`src/rtl/avalon_pkg.sv`:
```
package avalon_pkg;

    // all addresses count 32-bit words
    typedef logic [31:0] mm_addr_t;
    typedef logic [31:0] mm_data_t;
    typedef logic [15:0] burst_t;

    // read master command, held while waitrequest is high
    typedef struct packed {
        logic     read;
        mm_addr_t address;
        burst_t   burstcount;
    } rd_req_t;

    // write master beat, address and burstcount hold for the whole burst
    typedef struct packed {
        logic     write;
        mm_addr_t address;
        mm_data_t writedata;
        burst_t   burstcount;
    } wr_req_t;

endpackage

```
`src/rtl/bpfcap_pkg.sv`:
```
package bpfcap_pkg;

    // s0 register map
    typedef enum logic [2:0] {
        CSR_CONTROL   = 3'd0,
        CSR_PKT_BEGIN = 3'd1,
        CSR_PKT_END   = 3'd2,
        CSR_DST       = 3'd3,
        CSR_OFFSET    = 3'd4,
        CSR_VALUE     = 3'd5,
        CSR_MASK      = 3'd6,
        CSR_COUNT     = 3'd7
    } csr_addr_e;

    // length is pkt_end - pkt_begin, only meaningful once checked by the slave
    typedef struct packed {
        avalon_pkg::mm_addr_t pkt_begin;
        avalon_pkg::burst_t   length;
        avalon_pkg::mm_addr_t dst;
        avalon_pkg::mm_addr_t offset;
        avalon_pkg::mm_data_t value;
        avalon_pkg::mm_data_t mask;
    } cap_cfg_t;

    // read back in bits 3..0 of CSR_CONTROL, busy in bit 3
    typedef struct packed {
        logic busy;
        logic done;
        logic matched;
        logic error;
    } cap_status_t;

    localparam int CTRL_START = 0;

endpackage

```
`src/rtl/bpfcap_csr.sv`:
```
`timescale 1ns/1ps

module bpfcap_csr #(
    parameter int MAX_WORDS = 16
) (
    input  logic                  clk,
    input  logic                  rst_n,
    input  bpfcap_pkg::csr_addr_e avs_s0_address,
    input  logic                  avs_s0_read,
    input  logic                  avs_s0_write,
    input  avalon_pkg::mm_data_t  avs_s0_writedata,
    input  logic                  pkt_done,
    input  logic                  pkt_matched,
    input  logic                  wr_done,
    output avalon_pkg::mm_data_t  avs_s0_readdata,
    output bpfcap_pkg::cap_cfg_t  cfg,
    output logic                  start
);

    typedef enum logic [1:0] {IDLE, RUN, WRITE} state_e;

    state_e                  state;
    avalon_pkg::mm_addr_t    pkt_begin;
    avalon_pkg::mm_addr_t    pkt_end;
    avalon_pkg::mm_addr_t    dst;
    avalon_pkg::mm_addr_t    offset;
    avalon_pkg::mm_data_t    value;
    avalon_pkg::mm_data_t    mask;
    avalon_pkg::mm_data_t    count;
    avalon_pkg::mm_data_t    diff;
    bpfcap_pkg::cap_status_t status;
    logic                    len_ok;
    logic                    start_req;

    // a negative difference shows up as bit 31 set
    assign diff   = pkt_end - pkt_begin;
    assign len_ok = !diff[31] && (diff != '0) &&
                    (diff <= avalon_pkg::mm_data_t'(MAX_WORDS));

    assign start_req = avs_s0_write && (avs_s0_address == bpfcap_pkg::CSR_CONTROL) &&
                       avs_s0_writedata[bpfcap_pkg::CTRL_START] && (state == IDLE);

    assign cfg = '{pkt_begin: pkt_begin,
                   length:    avalon_pkg::burst_t'(diff),
                   dst:       dst,
                   offset:    offset,
                   value:     value,
                   mask:      mask};

    always_ff @(posedge clk or negedge rst_n) begin
        if (!rst_n) begin
            pkt_begin <= '0;
            pkt_end   <= '0;
            dst       <= '0;
            offset    <= '0;
            value     <= '0;
            mask      <= '0;
        end else if (avs_s0_write) begin
            case (avs_s0_address)
                bpfcap_pkg::CSR_PKT_BEGIN: pkt_begin <= avs_s0_writedata;
                bpfcap_pkg::CSR_PKT_END:   pkt_end   <= avs_s0_writedata;
                bpfcap_pkg::CSR_DST:       dst       <= avs_s0_writedata;
                bpfcap_pkg::CSR_OFFSET:    offset    <= avs_s0_writedata;
                bpfcap_pkg::CSR_VALUE:     value     <= avs_s0_writedata;
                bpfcap_pkg::CSR_MASK:      mask      <= avs_s0_writedata;
                // control is handled by the FSM, count is read only
                default: ;
            endcase
        end
    end

    always_ff @(posedge clk or negedge rst_n) begin
        if (!rst_n) begin
            state  <= IDLE;
            status <= '0;
            count  <= '0;
            start  <= 1'b0;
        end else begin
            start <= 1'b0;
            case (state)
                IDLE: begin
                    if (start_req && len_ok) begin
                        start  <= 1'b1;
                        status <= '{busy: 1'b1, default: 1'b0};
                        state  <= RUN;
                    end else if (start_req) begin
                        // refused, nothing is started
                        status <= '{done: 1'b1, error: 1'b1, default: 1'b0};
                    end
                end
                RUN: begin
                    if (pkt_done && pkt_matched) begin
                        state <= WRITE;
                    end else if (pkt_done) begin
                        status.busy <= 1'b0;
                        status.done <= 1'b1;
                        state       <= IDLE;
                    end
                end
                WRITE: begin
                    // copy finished, the capture now counts
                    if (wr_done) begin
                        status.busy    <= 1'b0;
                        status.done    <= 1'b1;
                        status.matched <= 1'b1;
                        count          <= count + 1'b1;
                        state          <= IDLE;
                    end
                end
                default: state <= IDLE;
            endcase
        end
    end

    // fixed read latency of one cycle
    always_ff @(posedge clk) begin
        if (avs_s0_read) begin
            case (avs_s0_address)
                bpfcap_pkg::CSR_CONTROL:   avs_s0_readdata <= {28'd0, status};
                bpfcap_pkg::CSR_PKT_BEGIN: avs_s0_readdata <= pkt_begin;
                bpfcap_pkg::CSR_PKT_END:   avs_s0_readdata <= pkt_end;
                bpfcap_pkg::CSR_DST:       avs_s0_readdata <= dst;
                bpfcap_pkg::CSR_OFFSET:    avs_s0_readdata <= offset;
                bpfcap_pkg::CSR_VALUE:     avs_s0_readdata <= value;
                bpfcap_pkg::CSR_MASK:      avs_s0_readdata <= mask;
                bpfcap_pkg::CSR_COUNT:     avs_s0_readdata <= count;
                default:                   avs_s0_readdata <= '0;
            endcase
        end
    end

endmodule

```
`src/rtl/bpfcap_filter.sv`:
```
`timescale 1ns/1ps

module bpfcap_filter #(
    parameter int MAX_WORDS = 16
) (
    input  logic                 clk,
    input  logic                 rst_n,
    input  logic                 start,
    input  bpfcap_pkg::cap_cfg_t cfg,
    input  avalon_pkg::mm_data_t rd_word,
    input  logic                 rd_valid,
    input  logic                 out_ready,
    output logic                 rd_ready,
    output avalon_pkg::mm_data_t out_word,
    output logic                 out_valid,
    output avalon_pkg::burst_t   out_len,
    output logic                 pkt_done,
    output logic                 pkt_matched
);

    localparam int IDX_W = $clog2(MAX_WORDS);

    typedef logic [IDX_W-1:0] idx_t;
    typedef enum logic [1:0] {FILL, DECIDE, DRAIN} state_e;

    state_e               state;
    avalon_pkg::mm_data_t buffer [MAX_WORDS];
    idx_t                 wr_idx;
    idx_t                 rd_idx;
    idx_t                 last_idx;
    logic                 hit;
    logic                 word_in;
    logic                 word_out;
    logic                 rule_hit;

    assign last_idx = idx_t'(cfg.length - 1'b1);
    assign word_in  = rd_valid && rd_ready;
    assign word_out = out_valid && out_ready;

    // an offset at or past the length is never reached by wr_idx
    assign rule_hit = (cfg.offset == avalon_pkg::mm_addr_t'(wr_idx)) &&
                      ((rd_word & cfg.mask) == (cfg.value & cfg.mask));

    assign rd_ready    = (state == FILL);
    assign out_valid   = (state == DRAIN);
    assign out_word    = buffer[rd_idx];
    assign pkt_done    = (state == DECIDE);
    assign pkt_matched = hit;

    always_ff @(posedge clk) begin
        if (word_in) begin
            buffer[wr_idx] <= rd_word;
        end
        if (state == DECIDE) begin
            out_len <= cfg.length;
        end
    end

    always_ff @(posedge clk or negedge rst_n) begin
        if (!rst_n) begin
            state  <= FILL;
            wr_idx <= '0;
            rd_idx <= '0;
            hit    <= 1'b0;
        end else begin
            case (state)
                FILL: begin
                    if (start) begin
                        wr_idx <= '0;
                        hit    <= 1'b0;
                    end else if (word_in) begin
                        if (rule_hit) begin
                            hit <= 1'b1;
                        end
                        if (wr_idx == last_idx) begin
                            state <= DECIDE;
                        end else begin
                            wr_idx <= wr_idx + 1'b1;
                        end
                    end
                end
                // a miss simply drops what was buffered
                DECIDE: begin
                    rd_idx <= '0;
                    state  <= hit ? DRAIN : FILL;
                end
                DRAIN: begin
                    if (word_out) begin
                        if (rd_idx == last_idx) begin
                            state <= FILL;
                        end else begin
                            rd_idx <= rd_idx + 1'b1;
                        end
                    end
                end
                default: state <= FILL;
            endcase
        end
    end

endmodule

```
`src/rtl/bpfcap_reader.sv`:
```
`timescale 1ns/1ps

module bpfcap_reader #(
    parameter int MAX_WORDS = 16
) (
    input  logic                 clk,
    input  logic                 rst_n,
    input  logic                 start,
    input  bpfcap_pkg::cap_cfg_t cfg,
    input  avalon_pkg::mm_data_t avs_m0_readdata,
    input  logic                 avs_m0_readdatavalid,
    input  logic                 avs_m0_waitrequest,
    input  logic                 rd_ready,
    output avalon_pkg::rd_req_t  m0_req,
    output avalon_pkg::mm_data_t rd_word,
    output logic                 rd_valid
);

    localparam int CNT_W = $clog2(MAX_WORDS + 1);

    typedef logic [CNT_W-1:0] cnt_t;
    typedef enum logic [1:0] {IDLE, CMD, DATA} state_e;

    state_e state;
    cnt_t   beats_left;
    logic   beat;

    // beats outside a burst are ignored
    assign beat = avs_m0_readdatavalid && (state != IDLE);

    always_ff @(posedge clk or negedge rst_n) begin
        if (!rst_n) begin
            state      <= IDLE;
            m0_req     <= '0;
            beats_left <= '0;
            rd_valid   <= 1'b0;
        end else begin
            if (beat) begin
                rd_valid <= 1'b1;
            end else if (rd_ready) begin
                rd_valid <= 1'b0;
            end
            case (state)
                IDLE: begin
                    if (start) begin
                        m0_req.read       <= 1'b1;
                        m0_req.address    <= cfg.pkt_begin;
                        m0_req.burstcount <= cfg.length;
                        beats_left        <= cnt_t'(cfg.length);
                        state             <= CMD;
                    end
                end
                // command holds until the slave takes it
                CMD: begin
                    if (!avs_m0_waitrequest) begin
                        m0_req.read <= 1'b0;
                        state       <= DATA;
                    end
                end
                default: ;
            endcase
            if (beat) begin
                beats_left <= beats_left - 1'b1;
                if (beats_left == cnt_t'(1)) begin
                    state <= IDLE;
                end
            end
        end
    end

    always_ff @(posedge clk) begin
        if (beat) begin
            rd_word <= avs_m0_readdata;
        end
    end

endmodule

```
`src/rtl/bpfcap_top.sv`:
```
`timescale 1ns/1ps

module bpfcap_top #(
    parameter int MAX_WORDS = 16
) (
    input  logic                 clk,
    input  logic                 rst_n,
    input  logic [2:0]           avs_s0_address,
    input  logic                 avs_s0_read,
    input  logic                 avs_s0_write,
    input  avalon_pkg::mm_data_t avs_s0_writedata,
    output avalon_pkg::mm_data_t avs_s0_readdata,
    output avalon_pkg::mm_addr_t avs_m0_address,
    output logic                 avs_m0_read,
    output avalon_pkg::burst_t   avs_m0_burstcount,
    input  avalon_pkg::mm_data_t avs_m0_readdata,
    input  logic                 avs_m0_readdatavalid,
    input  logic                 avs_m0_waitrequest,
    output avalon_pkg::mm_addr_t avs_m1_address,
    output logic                 avs_m1_write,
    output avalon_pkg::mm_data_t avs_m1_writedata,
    output avalon_pkg::burst_t   avs_m1_burstcount,
    input  logic                 avs_m1_waitrequest
);

    bpfcap_pkg::cap_cfg_t cfg;
    avalon_pkg::rd_req_t  m0_req;
    avalon_pkg::wr_req_t  m1_req;
    avalon_pkg::mm_data_t rd_word;
    avalon_pkg::mm_data_t out_word;
    avalon_pkg::burst_t   out_len;
    logic                 start;
    logic                 rd_valid;
    logic                 rd_ready;
    logic                 out_valid;
    logic                 out_ready;
    logic                 pkt_done;
    logic                 pkt_matched;
    logic                 wr_done;

    // flatten the master requests onto the bus ports
    assign avs_m0_read       = m0_req.read;
    assign avs_m0_address    = m0_req.address;
    assign avs_m0_burstcount = m0_req.burstcount;
    assign avs_m1_write      = m1_req.write;
    assign avs_m1_address    = m1_req.address;
    assign avs_m1_writedata  = m1_req.writedata;
    assign avs_m1_burstcount = m1_req.burstcount;

    bpfcap_csr #(
        .MAX_WORDS(MAX_WORDS)
    ) csr_i (
        .clk,
        .rst_n,
        .avs_s0_address  (bpfcap_pkg::csr_addr_e'(avs_s0_address)),
        .avs_s0_read,
        .avs_s0_write,
        .avs_s0_writedata,
        .pkt_done,
        .pkt_matched,
        .wr_done,
        .avs_s0_readdata,
        .cfg,
        .start
    );

    bpfcap_reader #(
        .MAX_WORDS(MAX_WORDS)
    ) reader_i (
        .clk,
        .rst_n,
        .start,
        .cfg,
        .avs_m0_readdata,
        .avs_m0_readdatavalid,
        .avs_m0_waitrequest,
        .rd_ready,
        .m0_req,
        .rd_word,
        .rd_valid
    );

    bpfcap_filter #(
        .MAX_WORDS(MAX_WORDS)
    ) filter_i (
        .clk,
        .rst_n,
        .start,
        .cfg,
        .rd_word,
        .rd_valid,
        .out_ready,
        .rd_ready,
        .out_word,
        .out_valid,
        .out_len,
        .pkt_done,
        .pkt_matched
    );

    bpfcap_writer writer_i (
        .clk,
        .rst_n,
        .cfg,
        .out_word,
        .out_valid,
        .out_len,
        .avs_m1_waitrequest,
        .out_ready,
        .m1_req,
        .wr_done
    );

endmodule

```
`src/rtl/bpfcap_writer.sv`:
```
`timescale 1ns/1ps

module bpfcap_writer (
    input  logic                 clk,
    input  logic                 rst_n,
    input  bpfcap_pkg::cap_cfg_t cfg,
    input  avalon_pkg::mm_data_t out_word,
    input  logic                 out_valid,
    input  avalon_pkg::burst_t   out_len,
    input  logic                 avs_m1_waitrequest,
    output logic                 out_ready,
    output avalon_pkg::wr_req_t  m1_req,
    output logic                 wr_done
);

    avalon_pkg::burst_t sent;
    logic               beat_ok;

    // a stalled beat keeps the filter holding its word
    assign out_ready = !avs_m1_waitrequest;
    assign beat_ok   = out_valid && out_ready;

    // dst and out_len stay fixed for the whole drain, so the burst fields hold
    assign m1_req = '{write:      out_valid,
                      address:    cfg.dst,
                      writedata:  out_word,
                      burstcount: out_len};

    always_ff @(posedge clk or negedge rst_n) begin
        if (!rst_n) begin
            sent    <= '0;
            wr_done <= 1'b0;
        end else begin
            wr_done <= 1'b0;
            if (beat_ok) begin
                if (sent == out_len - 1'b1) begin
                    // final beat, ready for the next burst
                    sent    <= '0;
                    wr_done <= 1'b1;
                end else begin
                    sent <= sent + 1'b1;
                end
            end
        end
    end

endmodule

```
`config.mk`:
```
export PLATFORM = sky130hd
export DESIGN_NAME = bpfcap_top
export DESIGN_NICKNAME = d
export VERILOG_FILES = /design/src/rtl/avalon_pkg.sv /design/src/rtl/bpfcap_pkg.sv /design/src/rtl/bpfcap_csr.sv /design/src/rtl/bpfcap_filter.sv /design/src/rtl/bpfcap_reader.sv /design/src/rtl/bpfcap_top.sv /design/src/rtl/bpfcap_writer.sv
export SDC_FILE = /design/constraint.sdc
export NUM_CORES = 1
export LEC_CHECK = 0
export ABC_AREA = 1
export BUFFER_PORTS_ARGS = -buffer_cell sky130_fd_sc_hd__buf_2
export CAP_MARGIN = 30
export CORE_MARGIN = 10
export CORE_UTILIZATION = 35
export CTS_CLUSTER_SIZE = 28
export DETAILED_ROUTE_END_ITERATION = 8
export GPL_TIMING_DRIVEN = 0
export HOLD_SLACK_MARGIN = 0.08
export REMOVE_ABC_BUFFERS = 1
export SYNTH_ARGS = -nofsm -noshare
export SYNTH_HDL_FRONTEND = slang
export SYNTH_SLANG_ARGS = --single-unit
```
`constraint.sdc`:
```
create_clock -name clk -period 3.8 [get_ports clk]
set_input_delay 0.38 -clock clk [delete_from_list [all_inputs] [get_ports clk]]
set_output_delay 0.38 -clock clk [all_outputs]
set_load 0.005 [all_outputs]
```
Yosys cells after proc, flatten, opt, wreduce, memory -nomap -nowiden
Memories as Yosys holds them, arrays and structs flattened.
Index checks and enable logic that the tools add are counted.

storage, ports and cells
  bits in registers = 396
  memory bits (writable) = 512
  input bits = 74
  output and inout port bits = 162
  logic and storage cells = 169
  memories = 1

operators by class
  $add $sub $neg = 8
  $lt $le $gt $ge = 1
  equal/unequal tests = 33
  muxes and demuxes = 49
  bitwise gates (word level) = 2
  reductions and logical operators = 47

memories
  name             words  width  read ports  clocked after Yosys merged registers in  wr ports  RTL line             text
  filter_i.buffer  16     32     1           0                                        1         bpfcap_filter.sv:27  avalon_pkg::mm_data_t buffer [MAX_WORDS];

operator list
  kind                                                  number
  one-hot mux 32 bit (8 select lines)                   1
  AND 32 bit                                            2
  two-way mux 49 bit                                    1
  adder 32 x 1 -> 32 bit, second input constant         1
  == test 32 bit                                        1
  == test 32 x 4 -> 1 bit                               1
  <= comparator 32 x 5 -> 1 bit, second input constant  1
  two-way mux 2 bit                                     16
  nonzero test 32 bit                                   1
  subtractor 32 bit                                     1
  two-way mux 4 bit                                     7
  != test 2 bit, second input constant                  11
  AND reduction 2 bit                                   10
  nonzero test 2 bit                                    10
  one-hot mux 2 bit (3 select lines)                    3
  AND reduction 3 bit                                   6
  adder 16 x 1 -> 16 bit, second input constant         1
  == test 16 bit                                        1
  two-way mux 16 bit                                    1
  subtractor 16 x 1 -> 16 bit, second input constant    1
  two-way mux 5 bit                                     3
  == test 3 bit, second input constant                  4
  two-way mux 1 bit                                     12
  logical AND 1 bit                                     11
  other kinds (21)                                      33

Longest topological paths before layout
Gate-level depths: netlist (run 1).

  depth in word-level cells = 7
  mapped depth = 21

By module
Synthesis (run 1) repeated with hierarchy kept, for this count alone.

second synthesis, totals
  cells, all modules = 4081
  area, all modules = 41920.2 sq um

modules (own cells, without submodules)
  module         times used  cells an instance  area each (sq um)  sequential area each (sq um)
  bpfcap_filter  1           1647               22265.1            16130.5
  bpfcap_csr     1           1745               13818.3            6741.5
  bpfcap_reader  1           301                3268.1             2387.3
  bpfcap_writer  1           388                2568.7             425.4

Least setup slack after synthesis (run 1)
No wires, ideal clock.

  path type = reg-to-reg
  start = register filter_i.state[0]
  end = memory filter_i.buffer[0][0] (netlist bit) (enable)
  library setup time = 0.421 ns
  data arrival time = 2.312 ns
  required time = 3.379 ns
  path slack = 1.067 ns
  stages on the path, launching flop included = 7
  buffers on the path = 0
  clock period less this slack = 2.733 ns
  cells stage by stage = dfrtp_1 inv_1 ha_1 nand2_1 inv_1 nand2_1 nor2_1

between the ends
  cells in the longest elaborated chain, start to end = 4

RTL lines
  what                                     RTL line             text
  start, declared                          bpfcap_filter.sv:26  state_e state;
  start signal, assigned                   bpfcap_filter.sv:85  state <= hit ? DRAIN : FILL;
  logical NOT 2 bit                        bpfcap_filter.sv:44  assign rd_ready = (state == FILL);
  logical AND 1 bit                        bpfcap_filter.sv:37  assign word_in = rd_valid && rd_ready;
  two-way mux 1 bit                        bpfcap_filter.sv:51  if (word_in) begin
  two-way mux 1 bit (implied by the code)  bpfcap_filter.sv:52  buffer[wr_idx] <= rd_word;
  end, declared                            bpfcap_filter.sv:27

No other way between the ends.

Worst setup path after layout (run 1)
  start = register filter_i.rd_idx[1]
  end = output avs_m1_writedata[19]

between the ends
  cells in the longest elaborated chain, start to end = 1

RTL lines
  what                       RTL line             text
  start, declared            bpfcap_filter.sv:29  idx_t rd_idx;
  start signal, assigned     bpfcap_filter.sv:92  rd_idx <= rd_idx + 1'b1;
  memory read (16 x 32 bit)  n/a
  end, declared              bpfcap_top.sv:21     output avalon_pkg::mm_data_t avs_m1_writedata,

No other way between the ends.

==> reports/results.md, run 1 <==
### Status
• **outcome** complete, no violations

### Critical path
• **crit-path max FO** 33
• **cell with the largest stage delay on the worst path** dfrtp_4
• **crit path buf inv count** 3
• **Register-to-Register Path Depth** 17
• **Worst setup SP type** flop
• **crit path cell chain** nand2_2 > buf_12 > inv_4 > nand3_1 > nand4_1 > nand2_1 > buf_2
• **category of the worst setup path capture point** output pin
• **data arrival time of the critical path** 3250 ps
• **dominant delay contributor by cell family on the critical path** buffers and inverters
• **highest cell delay on the worst timing path** 750 ps
• **CP Data Required Time** 3420 ps
• **category of the most critical setup path** reg -> out
• **number of cells on the critical path** 7

### Routing
• **DR pass1 iterations** 6
• **routed wirelength normalized by instance count** 22.18 um
• **number of nets still failing antenna checks after routing** 0
• **vias after detailed routing** 29260
• **residual DRC count** 0
• **total detailed-routing wirelength** 125300 um
• **initial DRC count** 2757
• **via density per instance** 5.179

### Timing
• **final count of pins violating max slew** 0
• **crit share post-route** 95.41%
• **setup skew after layout** 25.48 ps
• **hold violation count in the final report** 0
• **Worst-Margin Slew** 889.0 ps
• **min Tclk post-route** 3626 ps
• **final total negative setup slack** 0 ps
• **total of endpoints with negative setup slack in the final report** 0
• **top achievable clock speed** 275.8 MHz
• **max-slew headroom at the worst pin** 40.73%
• **Worst Hold Slack** 113.2 ps
• **setup repair after global routing missed its margin** false

### Placement
• **DP Wirelength** 86100 um
• **buffers added on ports** 235
• **GPL Wtd Cong** 0.9219
• **post-placement cell area** 0.04329 mm2

### GRT
• **first-pass GRT wire length** 184800 um
• **initial antenna violation count** 11
• **overall routing resource usage** 19.13%
• **largest net degree at the start of global routing** 106
• **Congestion Overflow GR** 0
• **via count of the first global-routing pass** 27930

### Clock network
• **CTS H-Tree Depth** 3
• **clock tree from TritonCTS** built
• **Inserted Clock Buffers** 94
• **clock sinks** 908
• **worst skew pair latency** 670 ps
• **CTS clock-pin slew for the worst setup and hold paths** 60 ps
• **number of buffers between clock root and the deepest sink** 3
• **clock root buffer master** clkbuf_16

### Logic synthesis
• **Synth Flop Type** edfxtp_1
• **cell area after technology mapping** 0.03981 mm2
• **sequential area share after synthesis** 64.52%
• **YS warnings** 0
• **number of flops mapped to enable cells by yosys** 592
• **share of the synthesized area in the top cell type** 44.66%
• **synthesized area per cell** 10.35 um2
• **cell type with the largest total area after synthesis** edfxtp_1
• **dominant cell by count in the synthesized netlist** nand2_1
• **post-synthesis cell count** 3845
• **commonest cells in the synthesized netlist** 924 x nand2_1, 592 x edfxtp_1, 455 x o21ai_0
• **flip-flop and latch count after synthesis** 908
• **Distinct cells, synth** 51
• **Async SR Flop Fraction** 34.80%
• **biggest area contributors in the synthesized netlist** edfxtp_1 45%, dfrtp_1 20%, nand2_1 8.7%

### Floorplanning
• **floorplan core area** 0.1127 mm2
• **effective utilization at floorplan** 35.34%
• **die width** 357.2 um
• **die area** 0.1276 mm2
• **die height** 357.2 um
• **I/O pins** 236
• **# rows** 123

### Power and ir drop
• **total power consumption of the routed design** 27.45 mW
• **Peak supply drop** 0.3536 mV
• **reported leakage power** 19.24 nW
• **Cell Pwr Density** 584.7 mW/mm2

### Layout
• **number of nets in the layout** 4194
• **post-route cell area** 0.04695 mm2
• **utilization after layout** 41.68%
• **layout cell share with drive strength beyond 1** 12.30%
• **Area Overhead vs Synth** 17.94%

### Flow run
• **max-capacitance violation count** 0

### Min path
• **worst hold path type** in -> reg
• **number of stages on the worst hold path** 3

## area by class of cell
type	instances	area [um2]
flip-flops and latches	908	25690
inverters	314	1210
fillers	10800	65700
multi-input cells	2427	12260
clock inverters	53	633.1
repair buffers	325	2725
well taps	1500	1877
clock buffers	120	2544
diodes	3	7.507
## per-layer routing
metal	track usage, %	vias to the layer above	routed length [um]
met5	0	-	23
li1	-	13750	-
met4	4.763	4	2729
met3	3.374	163	9078
met2	30.67	1057	58220
met1	26.70	14280	55260
## power breakdown
group	leakage [nW]	switching [mW]	total [mW]	internal, mW
logic	8.21	3.58	5.26	1.69
registers	9.48	0.924	12.6	11.7
clock network	1.55	3.97	9.55	5.58
## tightest hold or removal path: stages
cell and delay [ps]:
buf_2 80, inv_1 110, o21ai_0 170
## worst paths after layout
kind	from	endpoint	slack [ps]
worst max register to register	csr_i.pkt_end[0]	csr_i.start	200
min in group asynchronous	rst_n	writer_i.sent[11]	150
max in group asynchronous	rst_n	csr_i.pkt_end[30]	2340
worst min register to register	reader_i.m0_req[0]	reader_i.m0_req[0]	470
worst max-delay path	filter_i.rd_idx[1]	avs_m1_writedata[19]	170
worst min-delay path	avs_s0_writedata[23]	csr_i.value[23]	110
## registers in the layout, indices dropped and copies added, names as in the netlist, 16 cells and up
register               count
writer_i.sent             16
csr_i.pkt_end             32
filter_i.buffer          512
csr_i.pkt_begin           32
csr_i.offset              32
csr_i.avs_s0_readdata     32
reader_i.rd_word          32
csr_i.dst                 32
filter_i.out_len          16
reader_i.m0_req           49
csr_i.count               32
csr_i.value               32
csr_i.mask                32
## repair_timing
item                                    in CTS  in global routing
pin swaps                                    1                  0
endpoints found under the setup margin      33                 22
hold endpoints to repair                   158                  0
gates cloned                                 1                  1
buffers inserted                             1                  0
hold buffers                                35                  0
resized for setup                            5                  4
## per-stage QoR
stage	std cells	setup WS [ps]
finish	5650	174.4
global placement	5384	-14240
floorplan	3649	-6923
detailed placement	5435	-946.1
global route	5647	1.569
CTS	5645	7.586
## cells in the final DEF (no fill, tap or decap), types with 6 or more instances in the layout
| cell | n |
|---|---|
| nand2_1 | 916 |
| edfxtp_1 | 592 |
| o21ai_0 | 455 |
| dfrtp_1 | 312 |
| inv_1 | 302 |
| nor2_1 | 289 |
| buf_2 | 234 |
| nand3_1 | 152 |
| a21oi_1 | 107 |
| clkbuf_16 | 99 |
| nand4_1 | 68 |
| a221oi_1 | 67 |
| ha_1 | 49 |
| o22ai_1 | 48 |
| xor2_1 | 43 |
| dlygate4sd3_1 | 35 |
| o221ai_1 | 29 |
| a22oi_1 | 28 |
| buf_12 | 25 |
| nor3_1 | 24 |
| xnor2_1 | 22 |
| clkbuf_1 | 20 |
| clkinv_2 | 19 |
| nor2_4 | 19 |
| buf_16 | 19 |
| clkinv_1 | 13 |
| nand2_2 | 12 |
| bufinv_16 | 12 |
| o2111ai_1 | 11 |
| nor2_2 | 10 |
| nor4_1 | 9 |
| nor3_2 | 7 |
| o211ai_1 | 7 |
| a31oi_1 | 7 |
| nand3b_1 | 7 |
| or2_2 | 7 |
| inv_2 | 6 |
## logic make-up after synthesis
logic type      count (synthesis)  synth area share (%)
compound gates                771                 11.18
fa+ha+maj                      50                 1.590
flops                         908                 64.52
buf+inv                       510                 5.111
xor+xnor                       65                 1.430
simple gates                 1541                 16.16
No activity file was read; power rests on OpenSTA's default activity.
==> run 2: changes to the inputs <==
--- a/config.mk
+++ b/config.mk
@@ -5,7 +5,6 @@
 export SDC_FILE = /design/constraint.sdc
 export NUM_CORES = 1
 export LEC_CHECK = 0
-export ABC_AREA = 1
 export BUFFER_PORTS_ARGS = -buffer_cell sky130_fd_sc_hd__buf_2
 export CAP_MARGIN = 30
 export CORE_MARGIN = 10
==> run 2 against run 1 <==
Cell area is 0.93% higher; sequential cell count unchanged; hold slack improved by 17 ps; critical path type is now reg -> reg; highest routed layer unchanged.
==> reports/results.md, run 2 <==
### Status
• **outcome** complete, no violations

### Clock network
• **clock root buffer master** clkbuf_16
• **Inserted Clock Buffers** 94
• **worst skew pair latency** 670 ps
• **number of buffers between clock root and the deepest sink** 3
• **CTS H-Tree Depth** 3
• **CTS clock-pin slew for the worst setup and hold paths** 60 ps
• **clock tree from TritonCTS** built
• **clock sinks** 908

### Critical path
• **Worst setup SP type** flop
• **data arrival time of the critical path** 4160 ps
• **crit-path max FO** 8
• **CP Data Required Time** 4350 ps
• **category of the most critical setup path** reg -> reg
• **category of the worst setup path capture point** flop

### Layout
• **registers with the highest flip-flop counts** filter_i.buffer (512), reader_i.m0_req (49)
• **most used cells in the layout excluding fill and tap cells** 592 x edfxtp_1, 312 x dfrtp_1, 249 x nand2_1
• **number of nets in the layout** 3236
• **utilization after layout** 41.55%
• **number of non-filler instances in the completed layout** 4706
• **flip-flop count of the largest register after layout** 512
• **post-route cell area** 0.04738 mm2
• **most frequent standard cell in the layout excluding fill and tap cells** edfxtp_1
• **Area Overhead vs Synth** 18.33%
• **layout cell share with drive strength beyond 1** 24.81%
• **register containing the most flip-flops in the final layout** filter_i.buffer

### Timing
• **total of endpoints with negative setup slack in the final report** 0
• **hold violation count in the final report** 0
• **Worst-Margin Slew** 1075 ps
• **max-slew headroom at the worst pin** 28.17%
• **setup repair after global routing missed its margin** false
• **top achievable clock speed** 276.9 MHz
• **setup skew after layout** 24.68 ps
• **min Tclk post-route** 3612 ps
• **final count of pins violating max slew** 0
• **Worst Hold Slack** 130.3 ps
• **crit share post-route** 95.04%

### Power and ir drop
• **reported leakage power** 17.49 nW
• **Peak supply drop** 0.3877 mV
• **Cell Pwr Density** 599.5 mW/mm2
• **total power consumption of the routed design** 28.41 mW

### GRT
• **initial antenna violation count** 3
• **largest net degree at the start of global routing** 107
• **overall routing resource usage** 17.78%
• **Congestion Overflow GR** 0
• **first-pass GRT wire length** 171000 um
• **via count of the first global-routing pass** 25360

### Logic synthesis
• **share of the synthesized area in the top cell type** 44.39%
• **Distinct cells, synth** 87
• **commonest cells in the synthesized netlist** 592 x edfxtp_1, 316 x dfrtp_1, 251 x nand2_1
• **Synth Flop Type** edfxtp_1
• **dominant cell by count in the synthesized netlist** edfxtp_1
• **cell area after technology mapping** 0.04004 mm2
• **sequential area share after synthesis** 64.14%
• **number of flops mapped to enable cells by yosys** 592
• **synthesized area per cell** 14.13 um2
• **cell type with the largest total area after synthesis** edfxtp_1
• **biggest area contributors in the synthesized netlist** edfxtp_1 44%, dfrtp_1 20%, mux2_2 5.8%
• **post-synthesis cell count** 2834
• **YS warnings** 0
• **Async SR Flop Fraction** 34.80%
• **flip-flop and latch count after synthesis** 908

### Floorplanning
• **# rows** 124
• **die height** 358.3 um
• **die area** 0.1283 mm2
• **effective utilization at floorplan** 35.12%
• **die width** 358.3 um
• **I/O pins** 236
• **floorplan core area** 0.1140 mm2

### Routing
• **via density per instance** 5.373
• **DR pass1 iterations** 5
• **number of nets still failing antenna checks after routing** 0
• **total detailed-routing wirelength** 116700 um
• **residual DRC count** 0
• **routed wirelength normalized by instance count** 24.80 um
• **initial DRC count** 2198
• **vias after detailed routing** 25280

### Placement
• **buffers added on ports** 235
• **GPL Wtd Cong** 0.9065
• **DP Wirelength** 80450 um
• **post-placement cell area** 0.04342 mm2
• **dpl cells** 4454

### Min path
• **worst hold path type** in -> reg

### Flow run
• **max-capacitance violation count** 0

## run 2: cell types whose count changed in the layout (fill, tap and decap cells not counted), sizes merged, moves of 29 or more
cell / before / now
o21ai: 455 / 168
mux4: 0 / 85
inv: 314 / 77
nand4: 69 / 23
nand2: 928 / 252
xnor2: 22 / 51
mux2: 0 / 209
a22oi: 28 / 58
xor2: 43 / 76
dlygate4sd3: 35 / 66
o22ai: 48 / 7
nand3: 154 / 54
nor2: 318 / 121
mux2i: 0 / 125
## run 2: metal layers
metal | wire length [um] | global-route usage, % | vias to the layer above
li1 | - | - | 11280
met2 | 55040 | 28.58 | 817
met3 | 7750 | 3.637 | 180
met1 | 50720 | 24.10 | 13000
met5 | 13 | 0 | -
met4 | 3185 | 5.418 | 2
## run 2: worst max-delay path, stage by stage (launching register included)
cell and delay [ps]:
dfrtp_1 340, inv_1 90, ha_1 440, a21oi_1 470, o21ai_1 220, nor3_1 320
o211ai_1 230, a41oi_1 300, xor2_1 200, nor2b_1 460, nor2b_1 190, a31o_1 150
nand3_1 70
## run 2: through the flow
step | setup TNS (ps) | worst slack, ps
2_1_floorplan | -154890 | -4078
3_3_place_gp | -2107850 | -7549
3_5_place_dp | -2.694 | -2.694
4_1_cts | 0 | 2.797
5_1_grt | 0 | 26.11
6_report | 0 | 188.3
## run 2: where the power goes
group          internal (mW)  leakage, nW  switching [mW]  total, mW
registers               12.0         9.39            1.15       13.2
logic                   2.32         6.57            3.51       5.83
clock network           5.51         1.53            3.87       9.38
total                   19.9         17.5            8.53       28.4
## run 2: cell type report
class | instances | area, um2
Multi-Input combinational cell | 1679 | 13460
Fill cell | 10430 | 66650
Clock inverter | 45 | 489.2
Clock buffer | 131 | 2626
Antenna cell | 2 | 5.005
Timing Repair Buffer | 357 | 2940
Sequential cell | 908 | 25700
Inverter | 72 | 270.3
Tap cell | 1512 | 1892
## run 2: kinds of logic (layout without fill, tap and decap cells)
group                      after synthesis  in the layout  share of synthesized area [%]
AOI/OAI and AO/OA                      490            490                          8.108
xor gates and xnor gates               128            128                          2.834
adders and majority gates               50             50                          1.581
buffers and inverters                  247            605                          2.646
DFF                                    908            908                          64.14
muxes                                  419            419                          13.78
other                                    0              2                              0
and+or+nand+nor                        592            592                          6.908
## run 2: final timing paths
check | depth (start not counted) | endpoint | slack [ps] | start
worst max-delay path | 12 | csr_i.state[1] | 190 | csr_i.pkt_begin[19]
min in group asynchronous | 2 | writer_i.sent[13] | 190 | rst_n
worst min-delay path | 3 | csr_i.pkt_end[0] | 130 | avs_s0_writedata[0]
worst max register to register | 12 | csr_i.state[1] | 190 | csr_i.pkt_begin[19]
worst min register to register | 2 | reader_i.m0_req[16] | 470 | reader_i.m0_req[16]
max in group asynchronous | 4 | csr_i.offset[17] | 2400 | rst_n
## run 2: repair_timing
| item | 4_1_cts | 5_1_grt |
|---|---|---|
| endpoints found under the setup margin | 27 | 14 |
| hold endpoints to repair | 330 | 1 |
| pin swaps | 0 | 3 |
| buffers inserted | 1 | 6 |
| hold buffers | 65 | 1 |
| resized for setup | 6 | 13 |
